`config.mk`:
```
export PLATFORM = sky130hd
export DESIGN_NAME = histPeakTop
export DESIGN_NICKNAME = d
export VERILOG_FILES = /design/src/common/histPkg.sv /design/src/logic/sampleIngest.sv /design/src/histBuilder/histRam.sv /design/src/histBuilder/histBuilder.sv /design/src/peakSearch/peakSearch.sv /design/src/logic/histPeakTop.sv
export SDC_FILE = /design/constraint.sdc
export NUM_CORES = 1
export LEC_CHECK = 0
export BUFFER_PORTS_ARGS = -buffer_cell sky130_fd_sc_hd__buf_4
export CAP_MARGIN = 20
export CORE_UTILIZATION = 40
export CTS_CLUSTER_SIZE = 28
export DETAILED_ROUTE_END_ITERATION = 8
export PLACE_DENSITY_LB_ADDON = 0.3
export SYNTH_ARGS = -nofsm -noshare
export SYNTH_HDL_FRONTEND = slang
export SYNTH_HIERARCHICAL = 1
export SYNTH_SLANG_ARGS = --single-unit
export TNS_END_PERCENT = 30
```
`constraint.sdc`:
```
create_clock -name clk -period 6 [get_ports clk]
set_clock_uncertainty 0.2 [all_clocks]
set_input_delay 1.2 -clock clk [delete_from_list [all_inputs] [get_ports clk]]
set_output_delay 1.2 -clock clk [all_outputs]
set_load 0.02 [all_outputs]
```
`src/common/histPkg.sv`:
```
package histPkg;

    // default sizes, the top level passes these down as module parameters
    localparam int pixelNumDef = 4;
    localparam int binNumDef = 12;      // not a power of two, range check matters
    localparam int countWidthDef = 4;   // small so counts can saturate

    // builder phases for one acquisition
    typedef enum logic [2:0] {
        idle,           // waiting for acqStart
        clear,          // zeroing the histogram RAM
        accumulate,     // taking samples
        drain,          // letting in-flight increments finish
        search          // peak search running on port B
    } builderPhase;

endpackage

```
`src/logic/sampleIngest.sv`:
```
module sampleIngest #(
    parameter int pixelNum = histPkg::pixelNumDef,
    parameter int binNum = histPkg::binNumDef
) (
    input  logic clk,
    input  logic res,
    input  logic accumulating,
    input  logic sampleValid,
    input  logic [$clog2(pixelNum):0] samplePixel,    // one spare bit for out-of-range values
    input  logic [$clog2(binNum):0] sampleBin,
    output logic hitValid,
    output logic [$clog2(pixelNum*binNum)-1:0] hitAddr,
    output logic [15:0] dropCount
);

    localparam int addrWidth = $clog2(pixelNum * binNum);

    logic inRange;
    logic accept;
    logic reject;
    logic [addrWidth-1:0] flatAddr;

    assign inRange = (samplePixel < pixelNum) && (sampleBin < binNum);

    // samples outside accumulate are simply ignored, not counted
    assign accept = sampleValid && accumulating && inRange;
    assign reject = sampleValid && accumulating && !inRange;

    // pixel-major layout, bins of one pixel are contiguous
    assign flatAddr = addrWidth'(samplePixel) * addrWidth'(binNum) + addrWidth'(sampleBin);

    always_ff @(posedge clk or negedge res) begin
        if (!res) begin
            hitValid <= 1'b0;
            dropCount <= '0;
        end else begin
            hitValid <= accept;
            if (reject) begin
                dropCount <= dropCount + 1'b1;
            end
        end
    end

    always_ff @(posedge clk) begin
        hitAddr <= flatAddr;    // qualified by hitValid
    end

endmodule

```
`src/histBuilder/histRam.sv`:
```
module histRam #(
    parameter int pixelNum = histPkg::pixelNumDef,
    parameter int binNum = histPkg::binNumDef,
    parameter int countWidth = histPkg::countWidthDef
) (
    input  logic clk,
    input  logic wrEn,
    input  logic [$clog2(pixelNum*binNum)-1:0] wrAddr,
    input  logic [countWidth-1:0] wrData,
    input  logic rdEnA,
    input  logic [$clog2(pixelNum*binNum)-1:0] rdAddrA,
    output logic [countWidth-1:0] rdDataA,
    input  logic rdEnB,
    input  logic [$clog2(pixelNum*binNum)-1:0] rdAddrB,
    output logic [countWidth-1:0] rdDataB
);

    localparam int depth = pixelNum * binNum;

    logic [countWidth-1:0] mem [0:depth-1];

    always_ff @(posedge clk) begin
        if (wrEn) begin
            mem[wrAddr] <= wrData;
        end
    end

    // read-before-write, same-cycle writes show up one cycle later
    always_ff @(posedge clk) begin
        if (rdEnA) begin
            rdDataA <= mem[rdAddrA];
        end
        if (rdEnB) begin
            rdDataB <= mem[rdAddrB];    // peak search port
        end
    end

endmodule

```
`src/histBuilder/histBuilder.sv`:
```
module histBuilder #(
    parameter int pixelNum = histPkg::pixelNumDef,
    parameter int binNum = histPkg::binNumDef,
    parameter int countWidth = histPkg::countWidthDef
) (
    input  logic clk,
    input  logic res,
    input  logic acqStart,
    input  logic acqEnd,
    input  logic hitValid,
    input  logic [$clog2(pixelNum*binNum)-1:0] hitAddr,
    input  logic [countWidth-1:0] rdDataA,
    input  logic searchDone,
    output logic accumulating,
    output logic acqReady,
    output logic rdEnA,
    output logic [$clog2(pixelNum*binNum)-1:0] rdAddrA,
    output logic wrEn,
    output logic [$clog2(pixelNum*binNum)-1:0] wrAddr,
    output logic [countWidth-1:0] wrData,
    output logic searchStart
);

    import histPkg::*;

    localparam int depth = pixelNum * binNum;
    localparam int addrWidth = $clog2(depth);

    builderPhase phase;
    logic [addrWidth-1:0] clearAddr;
    logic [1:0] drainCnt;

    // s1 waits for RAM data, s2 is the write on the port now, s3 the write before it
    logic s1Valid;
    logic s2Valid;
    logic s3Valid;
    logic [addrWidth-1:0] s1Addr;
    logic [addrWidth-1:0] s2Addr;
    logic [addrWidth-1:0] s3Addr;
    logic [countWidth-1:0] s2Data;
    logic [countWidth-1:0] s3Data;
    logic [countWidth-1:0] baseCount;
    logic [countWidth-1:0] nextCount;

    always_ff @(posedge clk or negedge res) begin
        if (!res) begin
            phase <= idle;
            clearAddr <= '0;
            drainCnt <= '0;
            searchStart <= 1'b0;
        end else begin
            searchStart <= 1'b0;
            case (phase)
                idle: begin
                    if (acqStart) begin
                        phase <= clear;
                        clearAddr <= '0;
                    end
                end
                clear: begin
                    if (clearAddr == addrWidth'(depth - 1)) begin
                        phase <= accumulate;
                    end else begin
                        clearAddr <= clearAddr + 1'b1;
                    end
                end
                accumulate: begin
                    if (acqEnd) begin
                        phase <= drain;
                        drainCnt <= '0;
                    end
                end
                drain: begin
                    // three cycles covers the last hit's read and write
                    drainCnt <= drainCnt + 1'b1;
                    if (drainCnt == 2'd2) begin
                        phase <= search;
                        searchStart <= 1'b1;
                    end
                end
                search: begin
                    if (searchDone) begin
                        phase <= idle;
                    end
                end
                default: phase <= idle;
            endcase
        end
    end

    assign accumulating = (phase == accumulate);
    assign acqReady = accumulating;

    // read issued on the hit cycle itself
    assign rdEnA = hitValid;
    assign rdAddrA = hitAddr;

    always_ff @(posedge clk or negedge res) begin
        if (!res) begin
            s1Valid <= 1'b0;
            s2Valid <= 1'b0;
            s3Valid <= 1'b0;
        end else begin
            s1Valid <= hitValid;
            s2Valid <= s1Valid;
            s3Valid <= s2Valid;
        end
    end

    always_ff @(posedge clk) begin
        s1Addr <= hitAddr;
        s2Addr <= s1Addr;
        s2Data <= nextCount;
        s3Addr <= s2Addr;
        s3Data <= s2Data;
    end

    // newest pending write wins, RAM data is stale for both
    always_comb begin
        if (s2Valid && (s2Addr == s1Addr)) begin
            baseCount = s2Data;
        end else if (s3Valid && (s3Addr == s1Addr)) begin
            baseCount = s3Data;
        end else begin
            baseCount = rdDataA;
        end
    end

    assign nextCount = (&baseCount) ? baseCount : baseCount + 1'b1;  // hold at max

    // clear and increments never overlap
    assign wrEn = (phase == clear) || s2Valid;
    assign wrAddr = (phase == clear) ? clearAddr : s2Addr;
    assign wrData = (phase == clear) ? '0 : s2Data;

endmodule

```
`src/peakSearch/peakSearch.sv`:
```
module peakSearch #(
    parameter int pixelNum = histPkg::pixelNumDef,
    parameter int binNum = histPkg::binNumDef,
    parameter int countWidth = histPkg::countWidthDef
) (
    input  logic clk,
    input  logic res,
    input  logic searchStart,
    input  logic [countWidth-1:0] rdDataB,
    output logic rdEnB,
    output logic [$clog2(pixelNum*binNum)-1:0] rdAddrB,
    output logic peakValid,
    output logic [$clog2(pixelNum)-1:0] peakPixel,
    output logic [$clog2(binNum)-1:0] peakBin,
    output logic [countWidth-1:0] peakCount,
    output logic searchDone
);

    localparam int addrWidth = $clog2(pixelNum * binNum);
    localparam int pixWidth = $clog2(pixelNum);
    localparam int binWidth = $clog2(binNum);

    logic scanning;
    logic [pixWidth-1:0] pixCnt;
    logic [binWidth-1:0] binCnt;
    logic [addrWidth-1:0] scanAddr;
    logic lastBin;

    // aligned with rdAddrB
    logic [pixWidth-1:0] rdPixel;
    logic [binWidth-1:0] rdBin;
    logic rdLast;

    // aligned with rdDataB
    logic dValid;
    logic dLast;
    logic [pixWidth-1:0] dPixel;
    logic [binWidth-1:0] dBin;

    logic [binWidth-1:0] bestBin;
    logic [countWidth-1:0] bestCount;
    logic takeNew;

    assign lastBin = (binCnt == binWidth'(binNum - 1));

    always_ff @(posedge clk or negedge res) begin
        if (!res) begin
            scanning <= 1'b0;
            pixCnt <= '0;
            binCnt <= '0;
            scanAddr <= '0;
        end else if (searchStart) begin
            scanning <= 1'b1;
            pixCnt <= '0;
            binCnt <= '0;
            scanAddr <= '0;
        end else if (scanning) begin
            scanAddr <= scanAddr + 1'b1;    // flat address just counts up
            if (lastBin) begin
                binCnt <= '0;
                pixCnt <= pixCnt + 1'b1;
                if (pixCnt == pixWidth'(pixelNum - 1)) begin
                    scanning <= 1'b0;
                end
            end else begin
                binCnt <= binCnt + 1'b1;
            end
        end
    end

    always_ff @(posedge clk or negedge res) begin
        if (!res) begin
            rdEnB <= 1'b0;
            dValid <= 1'b0;
            peakValid <= 1'b0;
            searchDone <= 1'b0;
        end else begin
            rdEnB <= scanning;
            dValid <= rdEnB;
            peakValid <= dValid && dLast;
            searchDone <= peakValid && (peakPixel == pixWidth'(pixelNum - 1));
        end
    end

    always_ff @(posedge clk) begin
        rdAddrB <= scanAddr;
        rdPixel <= pixCnt;
        rdBin <= binCnt;
        rdLast <= lastBin;
        dPixel <= rdPixel;
        dBin <= rdBin;
        dLast <= rdLast;
    end

    // bin 0 seeds the max, later bins need a strictly greater count
    assign takeNew = (dBin == '0) || (rdDataB > bestCount);

    always_ff @(posedge clk) begin
        if (dValid && takeNew) begin
            bestBin <= dBin;
            bestCount <= rdDataB;
        end
        if (dValid && dLast) begin
            peakPixel <= dPixel;
            peakBin <= takeNew ? dBin : bestBin;
            peakCount <= takeNew ? rdDataB : bestCount;
        end
    end

endmodule

```
`src/logic/histPeakTop.sv`:
```
module histPeakTop #(
    parameter int pixelNum = histPkg::pixelNumDef,
    parameter int binNum = histPkg::binNumDef,
    parameter int countWidth = histPkg::countWidthDef
) (
    input  logic clk,
    input  logic res,
    input  logic acqStart,
    input  logic sampleValid,
    input  logic [$clog2(pixelNum):0] samplePixel,
    input  logic [$clog2(binNum):0] sampleBin,
    input  logic acqEnd,
    output logic acqReady,
    output logic [15:0] dropCount,
    output logic peakValid,
    output logic [$clog2(pixelNum)-1:0] peakPixel,
    output logic [$clog2(binNum)-1:0] peakBin,
    output logic [countWidth-1:0] peakCount,
    output logic searchDone
);

    localparam int addrWidth = $clog2(pixelNum * binNum);

    logic accumulating;
    logic hitValid;
    logic [addrWidth-1:0] hitAddr;
    logic rdEnA;
    logic [addrWidth-1:0] rdAddrA;
    logic [countWidth-1:0] rdDataA;
    logic rdEnB;
    logic [addrWidth-1:0] rdAddrB;
    logic [countWidth-1:0] rdDataB;
    logic wrEn;
    logic [addrWidth-1:0] wrAddr;
    logic [countWidth-1:0] wrData;
    logic searchStart;

    sampleIngest #(
        .pixelNum(pixelNum),
        .binNum(binNum)
    ) sampleIngest_inst (
        .clk(clk),
        .res(res),
        .accumulating(accumulating),
        .sampleValid(sampleValid),
        .samplePixel(samplePixel),
        .sampleBin(sampleBin),
        .hitValid(hitValid),
        .hitAddr(hitAddr),
        .dropCount(dropCount)
    );

    histBuilder #(
        .pixelNum(pixelNum),
        .binNum(binNum),
        .countWidth(countWidth)
    ) histBuilder_inst (
        .clk(clk),
        .res(res),
        .acqStart(acqStart),
        .acqEnd(acqEnd),
        .hitValid(hitValid),
        .hitAddr(hitAddr),
        .rdDataA(rdDataA),
        .searchDone(searchDone),
        .accumulating(accumulating),
        .acqReady(acqReady),
        .rdEnA(rdEnA),
        .rdAddrA(rdAddrA),
        .wrEn(wrEn),
        .wrAddr(wrAddr),
        .wrData(wrData),
        .searchStart(searchStart)
    );

    // port A for increments, port B for the peak search
    histRam #(
        .pixelNum(pixelNum),
        .binNum(binNum),
        .countWidth(countWidth)
    ) histRam_inst (
        .clk(clk),
        .wrEn(wrEn),
        .wrAddr(wrAddr),
        .wrData(wrData),
        .rdEnA(rdEnA),
        .rdAddrA(rdAddrA),
        .rdDataA(rdDataA),
        .rdEnB(rdEnB),
        .rdAddrB(rdAddrB),
        .rdDataB(rdDataB)
    );

    peakSearch #(
        .pixelNum(pixelNum),
        .binNum(binNum),
        .countWidth(countWidth)
    ) peakSearch_inst (
        .clk(clk),
        .res(res),
        .searchStart(searchStart),
        .rdDataB(rdDataB),
        .rdEnB(rdEnB),
        .rdAddrB(rdAddrB),
        .peakValid(peakValid),
        .peakPixel(peakPixel),
        .peakBin(peakBin),
        .peakCount(peakCount),
        .searchDone(searchDone)
    );

endmodule

```
==> reports/qor.txt, run 1 <==
Most used cell, CP = nor2_1
Core box area = 35,570 um^2
Drt wl/cell = 21.57 um
Cts hold-fix bufs = 0
Final Core Density = 0.4577
Max FO, Critical Path = 18
PortBufs = 41
Die span in y = 192.3 um
DRC = 0
Setup crit end kind = register
Syn_nets = 1,029
Fin Setup TNS = 0 ns
Crit path required time = 5.97 ns
DIE AREA = 36,980 um^2
Rel. slew slack = 0.3858
Final number of hold-violating endpoints = 0
Router iterations before antenna repair = 5
Ranking of synthesized cells by area = edfxtp_1 (45%), mux2i_1 (9.3%), dfrtp_1 (8.5%)
FF+latch count, synth = 319
DR iter-0 viols = 733
Pint = 4.831 mW
Setup-failing EPs final = 0
Most numerous cell in the Yosys netlist = edfxtp_1
Crit path kind = reg2reg
F_max = 302.2 MHz
Leakage = 6.131 nW
Post-synth top area cell = edfxtp_1
Num CTS Buffers = 35
RSZ-0062 raised after global routing = no
Top post-synthesis cells by count = edfxtp_1 (218), mux2i_1 (135), nor2_1 (75)
CTS resizes = 0
Crit-path max cell delay = 0.52 ns
Maximum vdd drop = 0.3068 mV
Die Wd = 192.3 um
Reg2Reg Depth = 6
Slowest-stage cell, CP = mux2_1
Post-layout instance area = 16,280 um^2
Worst skew pair latency = 0.52 ns
Syn Inst Count = 999
Vias in the first global route = 8,604
Pwr dens = 435.8 nW/um^2
Crit-path cells = nor2_1 > nand2_1 > mux2_1 > nor2b_1 > nand3_1 > nor2_1
Arrival @ worst endpoint = 3.28 ns
Fin crit period = 3.309 ns
WHS Path Cells = 0
Avg Cell Area, Syn = 14.50 um^2
Reg clk slew, reported paths = 0.06 ns
Post-DRT Antenna Nets = 0
Detailed Place HPWL = 22,070 um
I/O pin count = 42
CP Depth = 6
Global-route wire length before repair = 50,540 um
Switching power = 2.264 mW
Post-synth EDFFs = 218
TritonCTS clock tree = built
Post-synthesis async set-or-reset flop share = 0.1536
Share of cells above drive strength 1 = 0.1583
Initial antenna violation count = 0
Switching part of the total = 0.3191
Fin worst setup slack = 2.691 ns
Post-Place Cells = 1,452
Gpl congestion = 0.8626
Total global-route track usage = 0.1823
Combinational Power Share = 0.262
Total power = 7.095 mW
Tightest Pin Transition = 0.9200 ns
Post-route clock period utilization = 0.5515
Max-cap viol count = 0
Ys Warns = 6
Post-CTS Setup Inserts = 0
Max-slew violations = 0
Min Hold Slack = 0.1251 ns
Yosys top cell area share = 0.4519
Sink Count = 319
Post-placement setup slack = 2.716 ns
Via density = 5.603
Net count, final = 1,059
Hold Path Class = reg2reg
Worst setup SP type = register
Netlist Area Pre-Place = 14,490 um^2
Status = completed
Synth cell types = 69
H-tree lvl count = 2
DR vias = 8,494
Final WL = 32,700 um
Largest net degree at the start of global routing = 50
Sequential fraction of the synthesis area = 0.6084
Gr ovfl total = 0
CP delay by family, top = simple AND/OR/NAND/NOR gates
Clock root buffer = clkbuf_16
Clock buffer depth = 3
Row Count = 69
Starting Density = 0.4072
Dpl cell area = 15,070 um^2
Buf/Inv on CP = 0
Commonest register cell after synthesis = edfxtp_1
Antenna cells = 0
Post-route insts no fill = 1,516
Seq pwr share = 0.428
Synth-to-layout area growth = 12.40%
Clock network power share = 0.310
power groups by stage:
| stage | Sequential, mW | Combinational (mW) | Clock (mW) |
|---|---|---|---|
| finish | 3.04 | 1.86 | 2.20 |
| global route | 3.08 | 1.99 | 2.32 |
| CTS | 3.05 | 1.84 | 2.24 |
| detailed placement | 3.09 | 1.83 | 0 |
| global placement | 3.09 | 1.82 | 0 |
| floorplan | 2.91 | 1.45 | 0 |
state kept, by name (all words and copies together) (netlist names), 6 cells and up:
signal	cells
histRam_inst/mem	192
peakSearch_inst/rdAddrB	6
histBuilder_inst/s3Addr	6
histBuilder_inst/s2Addr	6
histBuilder_inst/s1Addr	6
sampleIngest_inst/dropCount	16
peakSearch_inst/scanAddr	6
histBuilder_inst/clearAddr	6
sampleIngest_inst/hitAddr	6
routing by layer:
metal,share of wire,vias up,track usage,routed length (um)
li1,-,3911,-,-
met2,0.47,265,0.2923,15490
met5,0,-,0,0
met1,0.45,4257,0.2539,14580
met4,0.026,0,0.06239,859
met3,0.054,61,0.02546,1772
layout make-up:
class / instances / area, um^2
multi-input cells: 597 / 5189
flip-flops and latches: 319 / 8821
repair buffers: 56 / 427.9
clock buffers: 42 / 912.1
well taps: 461 / 576.8
clock inverters: 21 / 279.0
inverters: 20 / 75.07
fillers: 3151 / 19290
cells by family after synthesis:
family | synth area share
DFF | 0.6084
and+or+nand+nor | 0.07446
muxes | 0.1646
AOI/OAI and AO/OA | 0.08171
buffers and inverters | 0.03334
xor gates and xnor gates | 0.02177
adders and majority gates | 0.01572
cells in the final DEF (no fill, tap or decap), types with 4 or more instances in the layout:
cell	count
a221oi_1	16
nor3_1	7
a22oi_1	33
o21ai_0	5
o31ai_1	6
a21oi_1	23
mux2i_1	135
ha_1	15
clkbuf_1	6
mux4_1	11
a22o_1	18
clkinv_2	5
inv_1	18
clkinv_1	5
o22ai_1	8
o21ai_1	13
nor2_1	75
mux4_2	29
and2_1	7
buf_4	55
nand3_1	17
dfxtp_1	50
or3_1	4
edfxtp_1	218
o221ai_1	4
nor2b_1	11
o41ai_2	8
bufinv_16	6
nand2b_1	12
mux2_1	7
xor2_1	15
dfrtp_1	49
nand4_1	9
xnor2_1	21
nand2_1	40
and3_1	7
clkbuf_16	35
worst paths after layout:
kind | slack (ns) | startpoint | endpoint
min reg2reg | 0.13 | peakSearch_inst/rdBin[1] | peakSearch_inst/dBin[1]
max | 2.69 | histBuilder_inst/phase[1] | histRam_inst/mem[37][2]
min in group asynchronous | 0.50 | res | peakSearch_inst/peakValid
max in group asynchronous | 4.66 | res | histBuilder_inst/phase[1]
min | 0.13 | peakSearch_inst/rdBin[1] | peakSearch_inst/dBin[1]
max reg2reg | 2.69 | histBuilder_inst/phase[1] | histRam_inst/mem[37][2]
Power figures use the tool's default switching activity.
==> run 2: changes to the inputs <==
==> constraint.sdc (replaced) <==
create_clock -name clk -period 2.76 [get_ports clk]
set_clock_uncertainty 0.2 [all_clocks]
set_input_delay 0.552 -clock clk [delete_from_list [all_inputs] [get_ports clk]]
set_output_delay 0.552 -clock clk [all_outputs]
set_load 0.02 [all_outputs]
==> run 2 against run 1 <==
Wire length grew 0.30%. First-iteration DRC count grew 7.4%. Maximum frequency grew 24%. Critical path type unchanged. Largest cell class unchanged. Largest power group unchanged.
==> reports/qor.txt, run 2 (synthesis results as in run 1) <==
Status = completed
Global-route wire length before repair = 50,780 um
Tightest Pin Transition = 0.8893 ns
Fin crit period = 2.665 ns
Die Wd = 192.3 um
Max-cap viol count = 0
Reg clk slew, reported paths = 0.06 ns
Setup crit end kind = register
Multi-input gate area = 5303 um^2
Worst setup SP type = register
Row Count = 69
Fin worst setup slack = 0.09475 ns
Num CTS Buffers = 35
Max-slew violations = 0
Net count, final = 1,120
Dpl cell area = 15,600 um^2
Hold Path Class = in2reg
PortBufs = 41
Worst skew pair latency = 0.51 ns
Post-layout instance area = 16,920 um^2
Final Core Density = 0.4757
Total global-route track usage = 0.1821
F_max = 375.2 MHz
RSZ-0062 raised after global routing = yes
Via density = 5.536
Post-placement setup slack = 0.01115 ns
Min Hold Slack = 0.07665 ns
Biggest register = histRam_inst/mem
Arrival @ worst endpoint = 2.66 ns
Clock root buffer = clkbuf_16
TritonCTS clock tree = built
CP delay by family, top = simple AND/OR/NAND/NOR gates
Gpl congestion = 0.8791
Biggest regs = histRam_inst/mem x192, sampleIngest_inst/dropCount x16
DRC = 0
Post-route clock period utilization = 0.9657
Gr ovfl total = 0
Drt wl/cell = 20.80 um
Rel. slew slack = 0.4059
Crit path kind = reg2reg
Pwr dens = 937.4 nW/um^2
Crit-path cells = nor2_1 > nand2_2 > mux2_1 > or3b_2 > nor2_2
Crit path required time = 2.75 ns
Synth-to-layout area growth = 16.81%
Starting Density = 0.4072
Final WL = 32,800 um
Vias in the first global route = 8,675
Largest net degree at the start of global routing = 50
Router iterations before antenna repair = 5
DR vias = 8,731
Fillers = 3,092
Initial antenna violation count = 0
Maximum vdd drop = 0.4734 mV
DIE AREA = 36,980 um^2
Most frequent cells in the layout = edfxtp_1 (218), mux2i_1 (135), buf_4 (106)
Buf/Inv on CP = 0
Leakage = 6.459 nW
Most common cell after layout, fill and taps aside = edfxtp_1
I/O pin count = 42
Sink Count = 319
Total power = 15.86 mW
Post-DRT Antenna Nets = 0
Detailed Place HPWL = 22,890 um
Share of cells above drive strength 1 = 0.2368
Final number of hold-violating endpoints = 0
Slowest-stage cell, CP = or3b_2
Die span in y = 192.3 um
DR iter-0 viols = 787
Core box area = 35,570 um^2
Sequential cell area = 8821 um^2
H-tree lvl count = 2
Max FFs per register = 192
Clock buffer depth = 3
Setup-failing EPs final = 0
Max FO, Critical Path = 8
Crit-path max cell delay = 0.68 ns
run 2: power breakdown:
group / total (mW) / internal, mW / switching (mW)
combinational: 4.74 / 1.96 / 2.77
clock: 4.64 / 2.82 / 1.82
sequential: 6.49 / 5.99 / 0.495
run 2: area by class of cell:
| type | instances | share of cell area |
|---|---|---|
| Multi-Input combinational cell | 597 | 0.3134 |
| Antenna cell | 1 | 0.0001479 |
| Clock buffer | 48 | 0.05886 |
| Tap cell | 461 | 0.03409 |
| Clock inverter | 14 | 0.009465 |
| Inverter | 20 | 0.004437 |
| Sequential cell | 319 | 0.5213 |
| Timing Repair Buffer | 117 | 0.05827 |
run 2: timing repair:
| action | CTS | global route |
|---|---|---|
| resized for setup | 2 | 38 |
| cloned | 0 | 0 |
| setup endpoints to repair | 17 | 163 |
| hold endpoints to repair | 51 | 0 |
| hold buffers | 3 | 0 |
| buffers inserted | 0 | 2 |
run 2: through the flow:
stage | TNS [ns] | std cells
after global routing | -0.9809 | 1576
after detailed placement | 0 | 1509
after CTS | -0.2073 | 1574
after floorplan | 0 | 999
after global placement | 0 | 1509
final | 0 | 1577
run 2: final timing paths:
path                                      startpoint                           end  slack, ns  cells past startpoint
min reg2reg                 peakSearch_inst/rdBin[0]       peakSearch_inst/dBin[0]       0.13                      0
min in group asynchronous                        res     peakSearch_inst/binCnt[2]       0.41                      2
max                        histBuilder_inst/phase[2]       histRam_inst/mem[15][1]       0.09                      5
max reg2reg                histBuilder_inst/phase[2]       histRam_inst/mem[15][1]       0.09                      5
min                                     sampleBin[2]  sampleIngest_inst/hitAddr[2]       0.08                      2
max in group asynchronous                        res      histBuilder_inst/s2Valid       1.51                      2
run 2: layer usage:
layer  track usage  wire (um)
met5             0          0
met4       0.06784       1069
met3       0.03328       1989
met2        0.2839      15280
met1        0.2534      14460
run 2: worst register-to-register path: cells and delay by family, from the launching register on:
family	cells	cell delay (ns)
and+or+nand+nor	4	1.33
DFF	1	0.38
muxes	1	0.44
